==> config.mk <==
export PLATFORM = sky130hd
export DESIGN_NAME = hdmi_eth_tx_top
export DESIGN_NICKNAME = d
export VERILOG_FILES = /design/src/rtl/link_pkg.sv /design/src/rtl/eth_frame_pkg.sv /design/src/rtl/tx_timing.sv /design/src/rtl/send_control.sv /design/src/rtl/segment_buffer.sv /design/src/rtl/byte_data.sv /design/src/rtl/hdmi_eth_tx_top.sv
export VERILOG_INCLUDE_DIRS = /design/src /design/src/include
export SDC_FILE = /design/constraint.sdc
export NUM_CORES = 1
export LEC_CHECK = 0
export BUFFER_PORTS_ARGS = -buffer_cell sky130_fd_sc_hd__buf_2
export CAP_MARGIN = 40
export CELL_PAD_IN_SITES_DETAIL_PLACEMENT = 1
export CELL_PAD_IN_SITES_GLOBAL_PLACEMENT = 1
export CORE_ASPECT_RATIO = 0.6
export CORE_MARGIN = 4
export CORE_UTILIZATION = 30
export CTS_CLUSTER_SIZE = 12
export DETAILED_ROUTE_END_ITERATION = 8
export PLACE_DENSITY_LB_ADDON = 0.05
export SLEW_MARGIN = 20
export SYNTH_ARGS = -nofsm -noshare
export SYNTH_HDL_FRONTEND = slang
export SYNTH_HIERARCHICAL = 1
export SYNTH_SLANG_ARGS = --single-unit
==> constraint.sdc <==
create_clock -name clk125MHz -period 2.72 [get_ports clk125MHz]
set_clock_uncertainty 0.05 [all_clocks]
set_input_delay 0.816 -clock clk125MHz [delete_from_list [all_inputs] [get_ports clk125MHz]]
set_output_delay 0.816 -clock clk125MHz [all_outputs]
set_load 0.01 [all_outputs]
==> src/include/tx_config.svh <==
`ifndef TX_CONFIG_SVH
`define TX_CONFIG_SVH

// packet geometry
`define TX_SEG_BYTES       16 // payload bytes per segment
`define TX_SEGS_PER_FRAME  4
`define TX_TAG_BYTES       4  // txid, segment, repeat, flags

// phy reset hold, ready after 2**(bits-1) cycles
`define TX_PHY_RST_BITS    6

// frame buffer, TX_SEGS_PER_FRAME * TX_SEG_BYTES entries
`define TX_BUF_ADDR_BITS   6

`endif

==> src/rtl/link_pkg.sv <==
package link_pkg;

	// negotiated link rate, encoding follows the speed select of the board
	typedef enum logic [1:0] {
		speed_none = 2'b00, // no link, pacing stopped
		speed_10   = 2'b01,
		speed_100  = 2'b10,
		speed_1000 = 2'b11
	} link_speed_e;

endpackage

==> src/rtl/eth_frame_pkg.sv <==
package eth_frame_pkg;

	localparam int TAG_FIELD_BITS = 8;
	localparam int TAG_FIELDS     = 4;
	localparam int TAG_FLAG_LAST  = 0; // flags bit, last segment of the frame

	typedef struct packed {
		logic [TAG_FIELD_BITS-1:0] txid;        // frame id
		logic [TAG_FIELD_BITS-1:0] segment_num;
		logic [TAG_FIELD_BITS-1:0] repeat_num;  // copy of the segment
		logic [TAG_FIELD_BITS-1:0] flags;
	} seg_tag_fields_t;

	// same word as fields or as bytes, byte 3 goes out first
	typedef union packed {
		seg_tag_fields_t                            f;
		logic [TAG_FIELDS-1:0][TAG_FIELD_BITS-1:0] b;
	} seg_tag_u;

endpackage

==> src/rtl/tx_timing.sv <==
`timescale 1ns/1ps
`include "tx_config.svh"

module tx_timing
	import link_pkg::*;
(
	input  logic        clk125MHz,
	input  logic        rst_with_vio,
	input  link_speed_e link_speed,
	output logic        advance,
	output logic        phy_ready,
	output logic        eth_rst_b
);

	localparam int PACE_BITS = 7; // holds 0..99

	logic [PACE_BITS-1:0]        pace_cnt;
	logic [PACE_BITS-1:0]        pace_limit;
	link_speed_e                 speed_q;
	logic [`TX_PHY_RST_BITS-1:0] phy_cnt;

	// =========================================================================
	// byte pacing
	// =========================================================================
	always_comb begin
		unique case (link_speed)
			speed_10:  pace_limit = PACE_BITS'(99); // one byte per 100 clocks
			speed_100: pace_limit = PACE_BITS'(9);
			default:   pace_limit = '0; // gigabit, every clock
		endcase
	end

	always_ff @(posedge clk125MHz) begin
		if (rst_with_vio) begin
			pace_cnt <= '0;
			speed_q  <= speed_none;
			advance  <= 1'b0;
		end else begin
			speed_q <= link_speed;
			// restart the divider whenever the rate changes
			if (link_speed != speed_q || pace_cnt >= pace_limit)
				pace_cnt <= '0;
			else
				pace_cnt <= pace_cnt + 1'b1;
			advance <= (link_speed != speed_none) && (link_speed == speed_q) &&
				(pace_cnt == '0);
		end
	end

	// =========================================================================
	// phy reset hold
	// =========================================================================
	always_ff @(posedge clk125MHz) begin
		if (rst_with_vio)
			phy_cnt <= '0;
		else if (!phy_cnt[`TX_PHY_RST_BITS-1])
			phy_cnt <= phy_cnt + 1'b1; // saturates once top bit sets
	end

	assign eth_rst_b = phy_cnt[`TX_PHY_RST_BITS-1]; // active low phy reset
	assign phy_ready = phy_cnt[`TX_PHY_RST_BITS-1];

endmodule

==> src/rtl/send_control.sv <==
`timescale 1ns/1ps
`include "tx_config.svh"

module send_control
	import eth_frame_pkg::*;
(
	input  logic       clk125MHz,
	input  logic       rst_with_vio,
	input  logic       frame_done,
	input  logic       phy_ready,
	input  logic       busy,
	input  logic [7:0] redundancy,
	output logic       start_sending,
	output seg_tag_u   seg_tag,
	output logic       frame_sent
);

	typedef enum logic [1:0] {
		st_idle,
		st_launch,   // start pulse for one packet
		st_wait_pkt, // packet builder running
		st_next      // frame finished, bump txid
	} state_t;

	state_t     state;
	logic [7:0] txid;
	logic [7:0] seg_cnt;
	logic [7:0] rep_cnt;
	logic       last_seg;

	assign last_seg = (seg_cnt == 8'(`TX_SEGS_PER_FRAME - 1));

	// =========================================================================
	// segment / repeat sequencing
	// =========================================================================
	always_ff @(posedge clk125MHz) begin
		if (rst_with_vio) begin
			state   <= st_idle;
			txid    <= '0;
			seg_cnt <= '0;
			rep_cnt <= '0;
		end else begin
			unique case (state)
				st_idle: begin
					// frames arriving before the phy is up are dropped
					if (frame_done && phy_ready) begin
						seg_cnt <= '0;
						rep_cnt <= '0;
						state   <= st_launch;
					end
				end
				st_launch: state <= st_wait_pkt;
				st_wait_pkt: begin
					if (!busy) begin
						if (rep_cnt >= redundancy) begin
							rep_cnt <= '0;
							if (last_seg) begin
								state <= st_next;
							end else begin
								seg_cnt <= seg_cnt + 1'b1;
								state   <= st_launch;
							end
						end else begin
							rep_cnt <= rep_cnt + 1'b1; // same segment again
							state   <= st_launch;
						end
					end
				end
				st_next: begin
					txid    <= txid + 1'b1;
					seg_cnt <= '0;
					state   <= st_idle;
				end
				default: state <= st_idle;
			endcase
		end
	end

	assign start_sending = (state == st_launch);
	assign frame_sent    = (state == st_next);

	// tag only moves after busy has dropped, so it holds for the whole packet
	always_comb begin
		seg_tag.f.txid        = txid;
		seg_tag.f.segment_num = seg_cnt;
		seg_tag.f.repeat_num  = rep_cnt;
		seg_tag.f.flags       = '0;
		seg_tag.f.flags[TAG_FLAG_LAST] = last_seg;
	end

endmodule

==> src/rtl/segment_buffer.sv <==
`timescale 1ns/1ps
`include "tx_config.svh"

module segment_buffer (
	input  logic                         clk125MHz,
	input  logic                         wr_en,
	input  logic [`TX_BUF_ADDR_BITS-1:0] wr_addr,
	input  logic [7:0]                   wr_data,
	input  logic [`TX_BUF_ADDR_BITS-1:0] rd_addr,
	output logic [7:0]                   rd_data
);

	localparam int DEPTH = `TX_SEGS_PER_FRAME * `TX_SEG_BYTES;

	logic [7:0] mem [DEPTH]; // whole frame, segment after segment

	// frame writer side
	always_ff @(posedge clk125MHz) begin
		if (wr_en)
			mem[wr_addr] <= wr_data;
	end

	// registered read, data one clock after the address
	always_ff @(posedge clk125MHz) begin
		rd_data <= mem[rd_addr];
	end

endmodule

==> src/rtl/byte_data.sv <==
`timescale 1ns/1ps
`include "tx_config.svh"

module byte_data
	import eth_frame_pkg::*;
(
	input  logic                         clk125MHz,
	input  logic                         rst_with_vio,
	input  logic                         start,
	input  logic                         advance,
	input  seg_tag_u                     seg_tag,
	input  logic [7:0]                   rd_data,
	output logic [`TX_BUF_ADDR_BITS-1:0] rd_addr,
	output logic                         busy,
	output logic [7:0]                   data,
	output logic                         data_valid,
	output logic                         data_enable
);

	localparam int PKT_BYTES = `TX_TAG_BYTES + `TX_SEG_BYTES;
	localparam int CNT_BITS  = $clog2(PKT_BYTES + 1);

	logic [CNT_BITS-1:0] byte_cnt;
	logic [CNT_BITS-1:0] payload_idx;
	logic [1:0]          tag_idx;
	logic                in_tag;
	logic                fire;        // this strobe emits a byte
	logic                last_issued;
	logic                payload_q;   // byte on the output comes from the buffer
	logic [7:0]          tag_byte_q;

	assign in_tag      = (byte_cnt < CNT_BITS'(`TX_TAG_BYTES));
	assign tag_idx     = 2'(`TX_TAG_BYTES - 1 - byte_cnt); // byte 3 first
	assign payload_idx = byte_cnt - CNT_BITS'(`TX_TAG_BYTES);

	// address from the tag, segment base plus offset in the segment
	assign rd_addr = `TX_BUF_ADDR_BITS'(seg_tag.f.segment_num * `TX_SEG_BYTES) +
		`TX_BUF_ADDR_BITS'(payload_idx);

	assign fire = busy && advance && !last_issued;

	// =========================================================================
	// packet sequencing
	// =========================================================================
	always_ff @(posedge clk125MHz) begin
		if (rst_with_vio) begin
			busy        <= 1'b0;
			byte_cnt    <= '0;
			last_issued <= 1'b0;
			data_valid  <= 1'b0;
			data_enable <= 1'b0;
		end else begin
			data_valid <= fire;
			if (start && !busy) begin
				busy     <= 1'b1;
				byte_cnt <= '0;
			end else if (last_issued) begin
				// last byte is on the output now
				busy        <= 1'b0;
				last_issued <= 1'b0;
				data_enable <= 1'b0;
			end else if (fire) begin
				data_enable <= 1'b1;
				byte_cnt    <= byte_cnt + 1'b1;
				if (byte_cnt == CNT_BITS'(PKT_BYTES - 1))
					last_issued <= 1'b1;
			end
		end
	end

	// byte select, lines up with the buffer read latency
	always_ff @(posedge clk125MHz) begin
		if (fire) begin
			payload_q  <= !in_tag;
			tag_byte_q <= seg_tag.b[tag_idx];
		end
	end

	assign data = payload_q ? rd_data : tag_byte_q;

endmodule

==> src/rtl/hdmi_eth_tx_top.sv <==
`timescale 1ns/1ps
`include "tx_config.svh"

module hdmi_eth_tx_top
	import link_pkg::*;
	import eth_frame_pkg::*;
(
	input  logic                         clk125MHz,
	input  logic                         rst_with_vio,
	input  link_speed_e                  link_speed,
	input  logic [7:0]                   redundancy, // extra copies per segment
	input  logic                         frame_done,
	input  logic                         wr_en,
	input  logic [`TX_BUF_ADDR_BITS-1:0] wr_addr,
	input  logic [7:0]                   wr_data,
	output logic                         eth_rst_b,
	output logic                         phy_ready,
	output logic [7:0]                   tx_data,
	output logic                         tx_valid,
	output logic                         tx_enable,
	output logic                         tx_busy,
	output logic                         frame_sent
);

	logic                         advance;
	logic                         start_sending;
	seg_tag_u                     seg_tag;
	logic [`TX_BUF_ADDR_BITS-1:0] rd_addr;
	logic [7:0]                   rd_data;

	// =========================================================================
	// pacing and phy reset
	// =========================================================================
	tx_timing u_tx_timing (
		.clk125MHz   (clk125MHz),
		.rst_with_vio(rst_with_vio),
		.link_speed  (link_speed),
		.advance     (advance),
		.phy_ready   (phy_ready),
		.eth_rst_b   (eth_rst_b)
	);

	// =========================================================================
	// frame sequencing
	// =========================================================================
	send_control u_send_control (
		.clk125MHz    (clk125MHz),
		.rst_with_vio (rst_with_vio),
		.frame_done   (frame_done),
		.phy_ready    (phy_ready),
		.busy         (tx_busy),
		.redundancy   (redundancy),
		.start_sending(start_sending),
		.seg_tag      (seg_tag),
		.frame_sent   (frame_sent)
	);

	segment_buffer u_segment_buffer (
		.clk125MHz(clk125MHz),
		.wr_en    (wr_en),
		.wr_addr  (wr_addr),
		.wr_data  (wr_data),
		.rd_addr  (rd_addr),
		.rd_data  (rd_data)
	);

	byte_data u_byte_data (
		.clk125MHz   (clk125MHz),
		.rst_with_vio(rst_with_vio),
		.start       (start_sending),
		.advance     (advance),
		.seg_tag     (seg_tag),
		.rd_data     (rd_data),
		.rd_addr     (rd_addr),
		.busy        (tx_busy),
		.data        (tx_data),
		.data_valid  (tx_valid),
		.data_enable (tx_enable)
	);

endmodule

==> qor.txt, run 1 <==
Status: complete, no violations
CTS hold repair buffers: 0
Asr flop ratio synth: 0%
Critical path required time: 1.85 ns
Gate power share: 2.1%
Initial DRC Count: 988
Avg WL per Cell: 26.50 um
Synth top area cells: edfxtp_1 (66%), mux4_2 (13%), dfxtp_1 (5.0%)
Routability cong.: 0.7652
Hold Path Class: flop to flop
Seq/Total Area, Yosys: 71.28%
Synthesis warning total: 6
Fin crit share: 93.97%
Post-Place Cell Area: 26040 um2
Post-layout minimum cycle time: 2.556 ns
Synth top area share: 66.27%
Grt met1 use: 28.90%
Final TNS setup: 0 ns
Vias in the first global route: 13040
Fin nets: 1552
Critical Path Sink Type: output port
Switching part of the total: 20.47%
Fmax: 391.2 MHz
Drt drc: 0
Place WS: -0.1986 ns
Global-route wire length before repair: 99130 um
Buffers on Ports: 41
Share of cells above drive strength 1: 28.79%
Worst-Margin Slew: 0.7053 ns
RSZ-0062 raised after global routing: false
Post-layout util: 35.91%
Net switching power: 3685 uW
TritonCTS buffer count: 59
Grt ovf: 0
Post-route setup slack: 0.1640 ns
Finished Layout Cells: 2590
Syn avg cell area: 18.06 um2
Post-DP HPWL: 46380 um
Initial core utilization: 30.38%
Relative max-transition margin: 52.93%
Max-cap violations: 0
Ports: 42
Clock root cell: clkbuf_16
P_leak: 0.009061 uW
CP Launch Point: u_send_control/state[0]$_SDFFE_PP0P_
Crit path DAT: 1.69 ns
TritonRoute pass-1 iters: 5
Core area: 77690 um2
VDD IR-drop max: 0.0004118 V
Synthesized flop and latch total: 580
Chip height: 225.3 um
Netlist cell types: 70
Post-Route WL: 68640 um
CTS tree: built
Vias: 12790
Clk pwr share: 43.6%
Max-slew violation count: 0
Die ar.: 83390 um2
CTS H-tree depth: 2
Post-synth EDFFs: 521
Largest net degree at the start of global routing: 81
Final instance area: 27900 um2
Grt met2 use: 21.00%
TritonCTS Sinks: 580
Critical path class: flop to output port
Antenna violations before repair: 5
Hold wc startpoint: u_tx_timing/pace_cnt[0]$_SDFF_PP0_
P_int: 14310 uW
Power Dens Cells: 645.1 nW/um2
Clk Latency, worst-skew pair: 0.63 ns
Final setup fails: 0
Sequential power share: 54.3%
Synth Flop Type: edfxtp_1
Layout area overhead: 18.20%
Final Hold Violating Endpoints: 0
Global-route met3 utilization: 2.746%
Routed vias/inst: 4.939
Synthesized area: 23610 um2
Site Rows: 79
Clk slew on worst S/H paths: 0.06 ns
CP Max Fanout: 5
Clock Path Buffers: 3
Total track usage: 16.59%
Reg-to-reg startpoint: u_byte_data/byte_cnt[1]$_SDFFE_PP0P_
Yosys top cell by area: edfxtp_1
Die W: 370.1 um
Gr busiest metal: met1
Antenna viol nets, final: 0
Gate Count Post-Synth: 1307
Placed insts: 2489
CP Launch Type: flop
[state kept, by name, summed over array words and instances, names as in the netlist, 2 cells and up]
signal / cells
u_send_control/state: 2
u_segment_buffer/rd_data: 8
u_segment_buffer/mem: 512
u_byte_data/byte_cnt: 5
u_tx_timing/speed_q: 2
u_tx_timing/phy_cnt: 6
u_byte_data/tag_byte_q: 8
u_send_control/rep_cnt: 8
u_send_control/seg_cnt: 8
u_tx_timing/pace_cnt: 7
u_send_control/txid: 8
[area by class of cell]
class / instances / area, um2
flip-flops and latches: 580 / 16840
clock buffers: 79 / 1604
multi-input cells: 633 / 6277
repair buffers: 193 / 1559
well taps: 1053 / 1318
inverters: 31 / 117.6
clock inverters: 19 / 185.2
diodes: 2 / 5.005
fillers: 7832 / 49790
[synth_stat cells, types with 3 or more instances]
| cell type | instances |
|---|---|
| nor2b_1 | 19 |
| nor3_1 | 12 |
| ha_1 | 26 |
| a211oi_1 | 6 |
| dfxtp_1 | 59 |
| inv_1 | 31 |
| buf_1 | 4 |
| a221oi_1 | 6 |
| nand2b_1 | 12 |
| nand2_1 | 44 |
| nand3b_1 | 4 |
| nand4_1 | 8 |
| o221ai_1 | 9 |
| edfxtp_1 | 521 |
| mux4_2 | 134 |
| buf_2 | 13 |
| or4_1 | 3 |
| xor2_1 | 15 |
| nor2_1 | 123 |
| buf_4 | 25 |
| o21a_1 | 4 |
| and3_1 | 5 |
| a21oi_1 | 15 |
| a21oi_2 | 3 |
| xnor2_1 | 9 |
| nand3_1 | 35 |
| o21ai_1 | 8 |
| mux2i_1 | 26 |
| a31oi_1 | 4 |
| mux2_2 | 21 |
| nand4b_1 | 3 |
| o211ai_1 | 5 |
| o2bb2ai_1 | 3 |
| or3_1 | 7 |
| a22oi_1 | 3 |
| o21ai_0 | 5 |
| nor4_1 | 3 |
| o22ai_1 | 9 |
| buf_6 | 6 |
| o2111ai_1 | 3 |
| clkbuf_1 | 19 |
[layer usage]
metal | vias up | wire, um
li1 | 5580 | -
met1 | 6889 | 38570
met2 | 250 | 26010
met3 | 74 | 3086
met4 | 0 | 972
met5 | - | 0
[power by group through the flow]
stage          clock, uW  sequential [uW]  combinational [uW]
2_1_floorplan          0             9960                 125
3_3_place_gp           0             9960                 386
6_report            7840             9770                 383
3_5_place_dp           0             9960                 393
4_1_cts             8160             9770                 393
5_1_grt             8530             9770                 424
[cells by family (layout without fill, tap and decap cells)]
group | after synthesis | after routing | synth area share (%)
muxes | 181 | 181 | 14.89
xor gates and xnor gates | 24 | 24 | 0.8905
buffers and inverters | 100 | 322 | 2.385
and+or+nand+nor | 291 | 291 | 5.942
adders and majority gates | 26 | 26 | 1.378
DFF | 580 | 580 | 71.28
AOI/OAI and AO/OA | 104 | 104 | 3.223
other | 1 | 9 | 0.01589
[per-stage QoR]
step	power, uW	hold slack (ns)
2_1_floorplan	10090	0.3914
3_3_place_gp	10350	0.4269
3_5_place_dp	10360	0.4279
4_1_cts	18320	0.4034
5_1_grt	18720	0.4399
6_report	18000	0.4393
[repair_timing]
item                                    4_1_cts  5_1_grt
pin swaps                                     0        0
buffers inserted                              1        0
endpoints found under the setup margin        7        3
gates resized for setup                       4        6
[final timing paths]
path	depth (start not counted)	slack (ns)	to
setup reg to reg	5	0.17	u_segment_buffer/rd_data[2]$_DFF_P_
hold reg to reg	1	0.44	u_tx_timing/pace_cnt[0]$_SDFF_PP0_
hold / removal	1	0.44	u_tx_timing/pace_cnt[0]$_SDFF_PP0_
setup / recovery	3	0.16	frame_sent
[cells in the final DEF (no fill, tap or decap), types with 8 or more instances in the layout]
cell         n
clkbuf_16   61
dfxtp_1     55
buf_4      133
nand2_1     44
nand3_1     34
o21ai_1      8
o22ai_1      9
a21oi_1     15
o221ai_1     9
edfxtp_1   521
mux2_2      21
buf_2       41
nor3_1      12
mux2i_1     26
buf_12      17
nand2b_1    12
clkinv_1    10
nor2_1     122
nand4_1      8
nor2b_1     19
ha_1        26
xor2_1      15
xnor2_1      9
inv_1       29
mux4_2     134
clkbuf_1    17
[critical path, stage by stage, from the launching register on]
cell and delay (ns):
dfxtp_1 0.56, nand2_1 0.16, inv_1 0.18, buf_2 0.17
(Power assumes the default switching activity.)
==> run 2: changes to the inputs <==
--- a/config.mk
+++ b/config.mk
@@ -8,8 +8,8 @@
 export LEC_CHECK = 0
 export BUFFER_PORTS_ARGS = -buffer_cell sky130_fd_sc_hd__buf_2
 export CAP_MARGIN = 40
-export CELL_PAD_IN_SITES_DETAIL_PLACEMENT = 1
-export CELL_PAD_IN_SITES_GLOBAL_PLACEMENT = 1
+export CELL_PAD_IN_SITES_DETAIL_PLACEMENT = 0
+export CELL_PAD_IN_SITES_GLOBAL_PLACEMENT = 2
 export CORE_ASPECT_RATIO = 0.6
 export CORE_MARGIN = 4
 export CORE_UTILIZATION = 30
==> run 2 against run 1 <==
Routed wire length is 1.9% lower. Sequential cell count stayed put. Clock power is 2% lower. Clock-buffer cell count is 7 higher. Setup slack worse by 0.072 ns. Global-route usage is 0.40 points lower. First-iteration DRC count is 15% higher. Die area stayed put. Critical path depth is 3 higher. Final cell count is 0.46% higher. Largest power group unchanged.
==> qor.txt, run 2 (synthesized netlist as in run 1, its figures left out) <==
Relative max-transition margin: 46.81% (-6.1 points)
CTS H-tree depth: 2 (unchanged)
Max-slew violation count: 0 (unchanged)
CP Max Fanout: 26 (+21)
Seq. cell area: 16840 um2 (unchanged)
Fill cell count: 7375 (-5.8%)
Vias in the first global route: 12510 (-4.1%)
Critical path class: flop to flop
Multi-input logic area: 6255 um2 (-0.36%)
P_leak: 0.009098 uW (+0.41%)
Critical Path Sink Type: flop
RSZ-0062 raised after global routing: true
Post-DP HPWL: 45200 um (-2.6%)
Die ar.: 83390 um2 (unchanged)
Commonest non-fill, non-tap cell in the layout: edfxtp_1
CP Launch Type: flop
Fin nets: 1559 (+0.45%)
Critical path required time: 3.16 ns (+1.31 ns)
Routability cong.: 0.7278 (-4.9%)
Global-route wire length before repair: 96020 um (-3.1%)
Worst hold margin: 0.4340 ns (-0.005304 ns)
Max-cap violations: 0 (unchanged)
Crit path DAT: 3.07 ns (+1.38 ns)
Drt drc: 0 (unchanged)
Antenna fix cells: 0 (-2)
Clock Path Buffers: 3 (unchanged)
Clock root cell: clkbuf_16
TritonRoute pass-1 iters: 5 (unchanged)
Post-layout minimum cycle time: 2.628 ns (+0.07226 ns)
CTS hold repair buffers: 0 (unchanged)
Post-CTS Setup Repair Bufs: 0 (-1)
Largest net degree at the start of global routing: 81 (unchanged)
Largest register by flop count: u_segment_buffer/mem
Buffers on Ports: 41 (unchanged)
Antenna viol nets, final: 0 (unchanged)
TritonCTS Sinks: 580 (unchanged)
Power Dens Cells: 640.2 nW/um2 (-0.75%)
CTS tree: built
Site Rows: 79 (unchanged)
Fmax: 380.5 MHz (-2.7%)
Max reg flops: 512 (unchanged)
VDD IR-drop max: 0.0004715 V (+15%)
Final setup fails: 0 (unchanged)
Final TNS setup: 0 ns (unchanged)
Commonest non-fill, non-tap cells in the layout: edfxtp_1 (521), buf_4 (140), mux4_2 (134), nor2_1 (123), clkbuf_16 (59)
Vias: 12590 (-1.6%)
Clk slew on worst S/H paths: 0.06 ns (about the same)
Tot Pwr: 17880 uW (-0.67%)
Antenna violations before repair: 4 (-1)
Initial DRC Count: 1133 (+15%)
Die W: 370.1 um (unchanged)
Hold Path Class: flop to flop
Chip height: 225.3 um (unchanged)
Share of cells above drive strength 1: 28.92% (+0.13 points)
Status: complete, no violations
Grt ovf: 0 (unchanged)
Initial core utilization: 30.38% (unchanged)
Clk Latency, worst-skew pair: 0.62 ns (about the same)
Avg WL per Cell: 25.87 um (-2.4%)
Ports: 42 (unchanged)
Final Hold Violating Endpoints: 0 (unchanged)
Total track usage: 16.19% (-0.40 points)
TritonCTS buffer count: 59 (unchanged)
Core area: 77690 um2 (unchanged)
Post-route setup slack: 0.09169 ns (-0.07226 ns)
Layout area overhead: 18.29% (about the same)
Fin crit share: 96.63% (+2.7 points)
Worst-Margin Slew: 0.7979 ns (+0.09255 ns)
Routed vias/inst: 4.840 (-2.0%)
Post-Route WL: 67310 um (-1.9%)
Place WS: -0.01656 ns (+0.1820 ns)
-- run 2: cell types whose count changed in the layout (fill, tap and decap cells not counted), sizes merged --
cell	before	now
buf	193	200
clkbuf	79	86
diode	2	0
bufinv	4	3
clkinv	15	16
clkinvlp	1	0
inv	30	31
-- run 2: layer usage --
layer | vias to the layer above | part of all wire (%) | global-route usage [%]
li1 | 5612 | - | -
met1 | 6633 | 55 | 27.78
met2 | 276 | 38 | 20.62
met3 | 73 | 5.2 | 3.049
met4 | 0 | 1.5 | 3.053
met5 | - | 0 | 0
-- run 2: worst max-delay path, stage by stage (launching register included) --
cell and delay (ns):
dfxtp_4 0.44, buf_12 0.23, buf_4 0.20, mux4_2 0.51, mux2_2 0.27, a221oi_1 0.58, o2bb2ai_1 0.14
-- run 2: final timing paths --
kind	slack, ns	endpoint	start	depth (start not counted)
setup / recovery	0.09	u_segment_buffer/rd_data[1]$_DFF_P_	u_byte_data/byte_cnt[1]$_SDFFE_PP0P_	6
hold / removal	0.43	u_tx_timing/pace_cnt[0]$_SDFF_PP0_	u_tx_timing/pace_cnt[0]$_SDFF_PP0_	1
setup reg to reg	0.09	u_segment_buffer/rd_data[1]$_DFF_P_	u_byte_data/byte_cnt[1]$_SDFFE_PP0P_	6
hold reg to reg	0.43	u_tx_timing/pace_cnt[0]$_SDFF_PP0_	u_tx_timing/pace_cnt[0]$_SDFF_PP0_	1
-- run 2: repair_timing --
action,in CTS,in global routing
resized for setup,1,5
endpoints found under the setup margin,1,4
hold endpoints to repair,0,0
-- run 2: final cells by class --
class / instances / share of cell area [%]
clock inverter: 19 / 0.5870
tap: 1053 / 4.718
multi-input combinational: 633 / 22.40
clock buffer: 86 / 5.722
inverter: 31 / 0.4212
timing repair buffer: 200 / 5.861
sequential: 580 / 60.29
-- run 2: stage by stage --
step | utilization [%] | area (um2) | instances
global route | 35.94 | 27920 | 2602
detailed placement | 33.65 | 26150 | 2497
CTS | 35.92 | 27910 | 2602
finish | 35.94 | 27920 | 2602
floorplan | - | 23630 | 1313
global placement | 33.63 | 26130 | 2496
-- run 2: where the power goes --
group | internal (uW) | switching (uW) | total [uW]
registers | 9750 | 18.1 | 9770
logic | 109 | 280 | 390
clock network | 4320 | 3400 | 7720
==> run 3: changes to the inputs <==
--- a/config.mk
+++ b/config.mk
@@ -6,7 +6,7 @@
 export SDC_FILE = /design/constraint.sdc
 export NUM_CORES = 1
 export LEC_CHECK = 0
-export BUFFER_PORTS_ARGS = -buffer_cell sky130_fd_sc_hd__buf_2
+export BUFFER_PORTS_ARGS = -buffer_cell sky130_fd_sc_hd__clkbuf_2
 export CAP_MARGIN = 40
 export CELL_PAD_IN_SITES_DETAIL_PLACEMENT = 0
 export CELL_PAD_IN_SITES_GLOBAL_PLACEMENT = 2
==> run 3 against run 2 <==
Sequential cell count is the same. Register-to-register slack is essentially flat. Clock power is 2.6% lower. Clock-buffer cell count decreased by 5. Critical path depth up 1. Sequential power about the same. Core utilization shrank 0.053 points. Largest cell class unchanged.
==> qor.txt, run 3 (synthesized netlist as in run 1, its figures left out) <==
Largest register by flop count: u_segment_buffer/mem
Post-CTS Setup Repair Bufs: 0 (unchanged)
Power Dens Cells: 634.2 nW/um2 (-0.94%)
Routed vias/inst: 4.863 (+0.46%)
Max reg flops: 512 (unchanged)
Crit path DAT: 3.07 ns (about the same)
Tot Pwr: 17680 uW (-1.1%)
Post-DP HPWL: 44640 um (-1.2%)
Final TNS setup: 0 ns (unchanged)
Clock root cell: clkbuf_16
Clock Path Buffers: 3 (unchanged)
Post-route setup slack: 0.09381 ns (+0.002121 ns)
Vias in the first global route: 12730 (+1.7%)
Drt drc: 0 (unchanged)
Core area: 77690 um2 (unchanged)
Max-cap violations: 0 (unchanged)
Post-Place Cell Area: 26140 um2 (about the same)
Ports: 42 (unchanged)
Hold Path Class: input pin to flop
Share of cells above drive strength 1: 28.95% (about the same)
Die W: 370.1 um (unchanged)
CTS H-tree depth: 2 (unchanged)
Status: complete, no violations
Final setup fails: 0 (unchanged)
Chip height: 225.3 um (unchanged)
Largest net degree at the start of global routing: 81 (unchanged)
Post-Route WL: 67750 um (+0.65%)
Die ar.: 83390 um2 (unchanged)
Fmax: 380.8 MHz (about the same)
VDD IR-drop max: 0.0004360 V (-7.5%)
Avg WL per Cell: 26.09 um (+0.85%)
Total track usage: 16.37% (+0.18 points)
Placed insts: 2497 (unchanged)
TritonRoute pass-1 iters: 5 (unchanged)
Commonest non-fill, non-tap cells in the layout: edfxtp_1 (521), buf_4 (135), mux4_2 (134), nor2_1 (123), clkbuf_16 (60)
CP Launch Type: flop
Routability cong.: 0.7557 (+3.8%)
TritonCTS Sinks: 580 (unchanged)
Fin nets: 1559 (unchanged)
CP bufs+invs: 2 (unchanged)
Buffers on Ports: 41 (unchanged)
Initial DRC Count: 1277 (+13%)
RSZ-0062 raised after global routing: false
Crit path cell chain: buf_12 -> buf_12 -> mux4_2 -> mux2_2 -> o221a_2 -> nor3_1 -> o32ai_1
Worst-Margin Slew: 0.7611 ns (-0.03674 ns)
Site Rows: 79 (unchanged)
Antenna violations before repair: 1 (-3)
Relative max-transition margin: 49.26% (+2.4 points)
CTS tree: built
Finished Layout Cells: 2597 (-0.19%)
CP Max Fanout: 29 (+12%)
Final instance area: 27880 um2 (-0.15%)
Max-slew violation count: 0 (unchanged)
Grt ovf: 0 (unchanged)
Top delay family on crit path: multiplexers
Slowest CP cell: mux4_2
Fin crit share: 96.55% (about the same)
Critical path class: flop to flop
P_leak: 0.009075 uW (-0.26%)
Vias: 12630 (+0.27%)
Critical path required time: 3.16 ns (about the same)
Most Frequent Cell on Critical Path: buf_12
TritonCTS buffer count: 59 (unchanged)
Initial core utilization: 30.38% (unchanged)
Critical Path Sink Type: flop
Place WS: -0.1783 ns (-0.1617 ns)
Global-route wire length before repair: 97150 um (+1.2%)
Layout area overhead: 18.12%
Antenna viol nets, final: 0 (unchanged)
Max stage delay on crit path: 0.61 ns (+0.03 ns)
Post-layout minimum cycle time: 2.626 ns (-0.002121 ns)
Clk Latency, worst-skew pair: 0.64 ns (+0.02 ns)
Final Hold Violating Endpoints: 0 (unchanged)
Commonest non-fill, non-tap cell in the layout: edfxtp_1
Clk slew on worst S/H paths: 0.06 ns (about the same)
Antenna fix cells: 0 (unchanged)
run 3: per-layer routing:
metal	vias up	share of wire (%)	global-route usage [%]
met4	0	1.7	3.332
met5	-	0	0
met1	6693	55	28.18
li1	5605	-	-
met3	82	5.3	3.337
met2	248	38	20.43
run 3: repair_timing:
| item | in CTS | in global routing |
|---|---|---|
| hold buffers | 0 | 0 |
| resized for setup | 4 | 6 |
| endpoints found under the hold margin | 0 | 0 |
| setup endpoints to repair | 3 | 6 |
run 3: power by group:
| group | switching, uW | internal, uW | total [uW] |
|---|---|---|---|
| Clock | 3410 | 4120 | 7520 |
| Sequential | 18.7 | 9750 | 9770 |
| Combinational | 279 | 107 | 387 |
| Total | 3700 | 14000 | 17700 |
run 3: worst min-delay path: stages:
cell,delay (ns)
clkbuf_2,0.11
inv_1,0.09
nor2_1,0.05
run 3: layout make-up:
type                       instances  area (um2)
tap                             1053        1318
fill                            7369       49810
sequential                       580       16840
clock buffer                      81        1580
inverter                          31       117.6
clock inverter                    19       131.4
timing repair buffer             200        1634
multi-input combinational        633        6266
run 3: worst paths after layout:
check / endpoint / cells past startpoint / slack [ns] / start
setup / recovery: u_segment_buffer/rd_data[6]$_DFF_P_ / 7 / 0.09 / u_byte_data/byte_cnt[0]$_SDFFE_PP0P_
hold / removal: u_tx_timing/speed_q[0]$_SDFF_PP0_ / 3 / 0.44 / link_speed[0]
setup reg to reg: u_segment_buffer/rd_data[6]$_DFF_P_ / 7 / 0.09 / u_byte_data/byte_cnt[0]$_SDFFE_PP0P_
hold reg to reg: u_tx_timing/pace_cnt[0]$_SDFF_PP0_ / 1 / 0.44 / u_tx_timing/pace_cnt[0]$_SDFF_PP0_
run 3: through the flow:
step	hold slack [ns]	util, %
2_1_floorplan	0.3914	-
3_3_place_gp	0.4239	33.62
3_5_place_dp	0.4300	33.64
4_1_cts	0.3822	35.87
5_1_grt	0.4321	35.89
6_report	0.4396	35.89
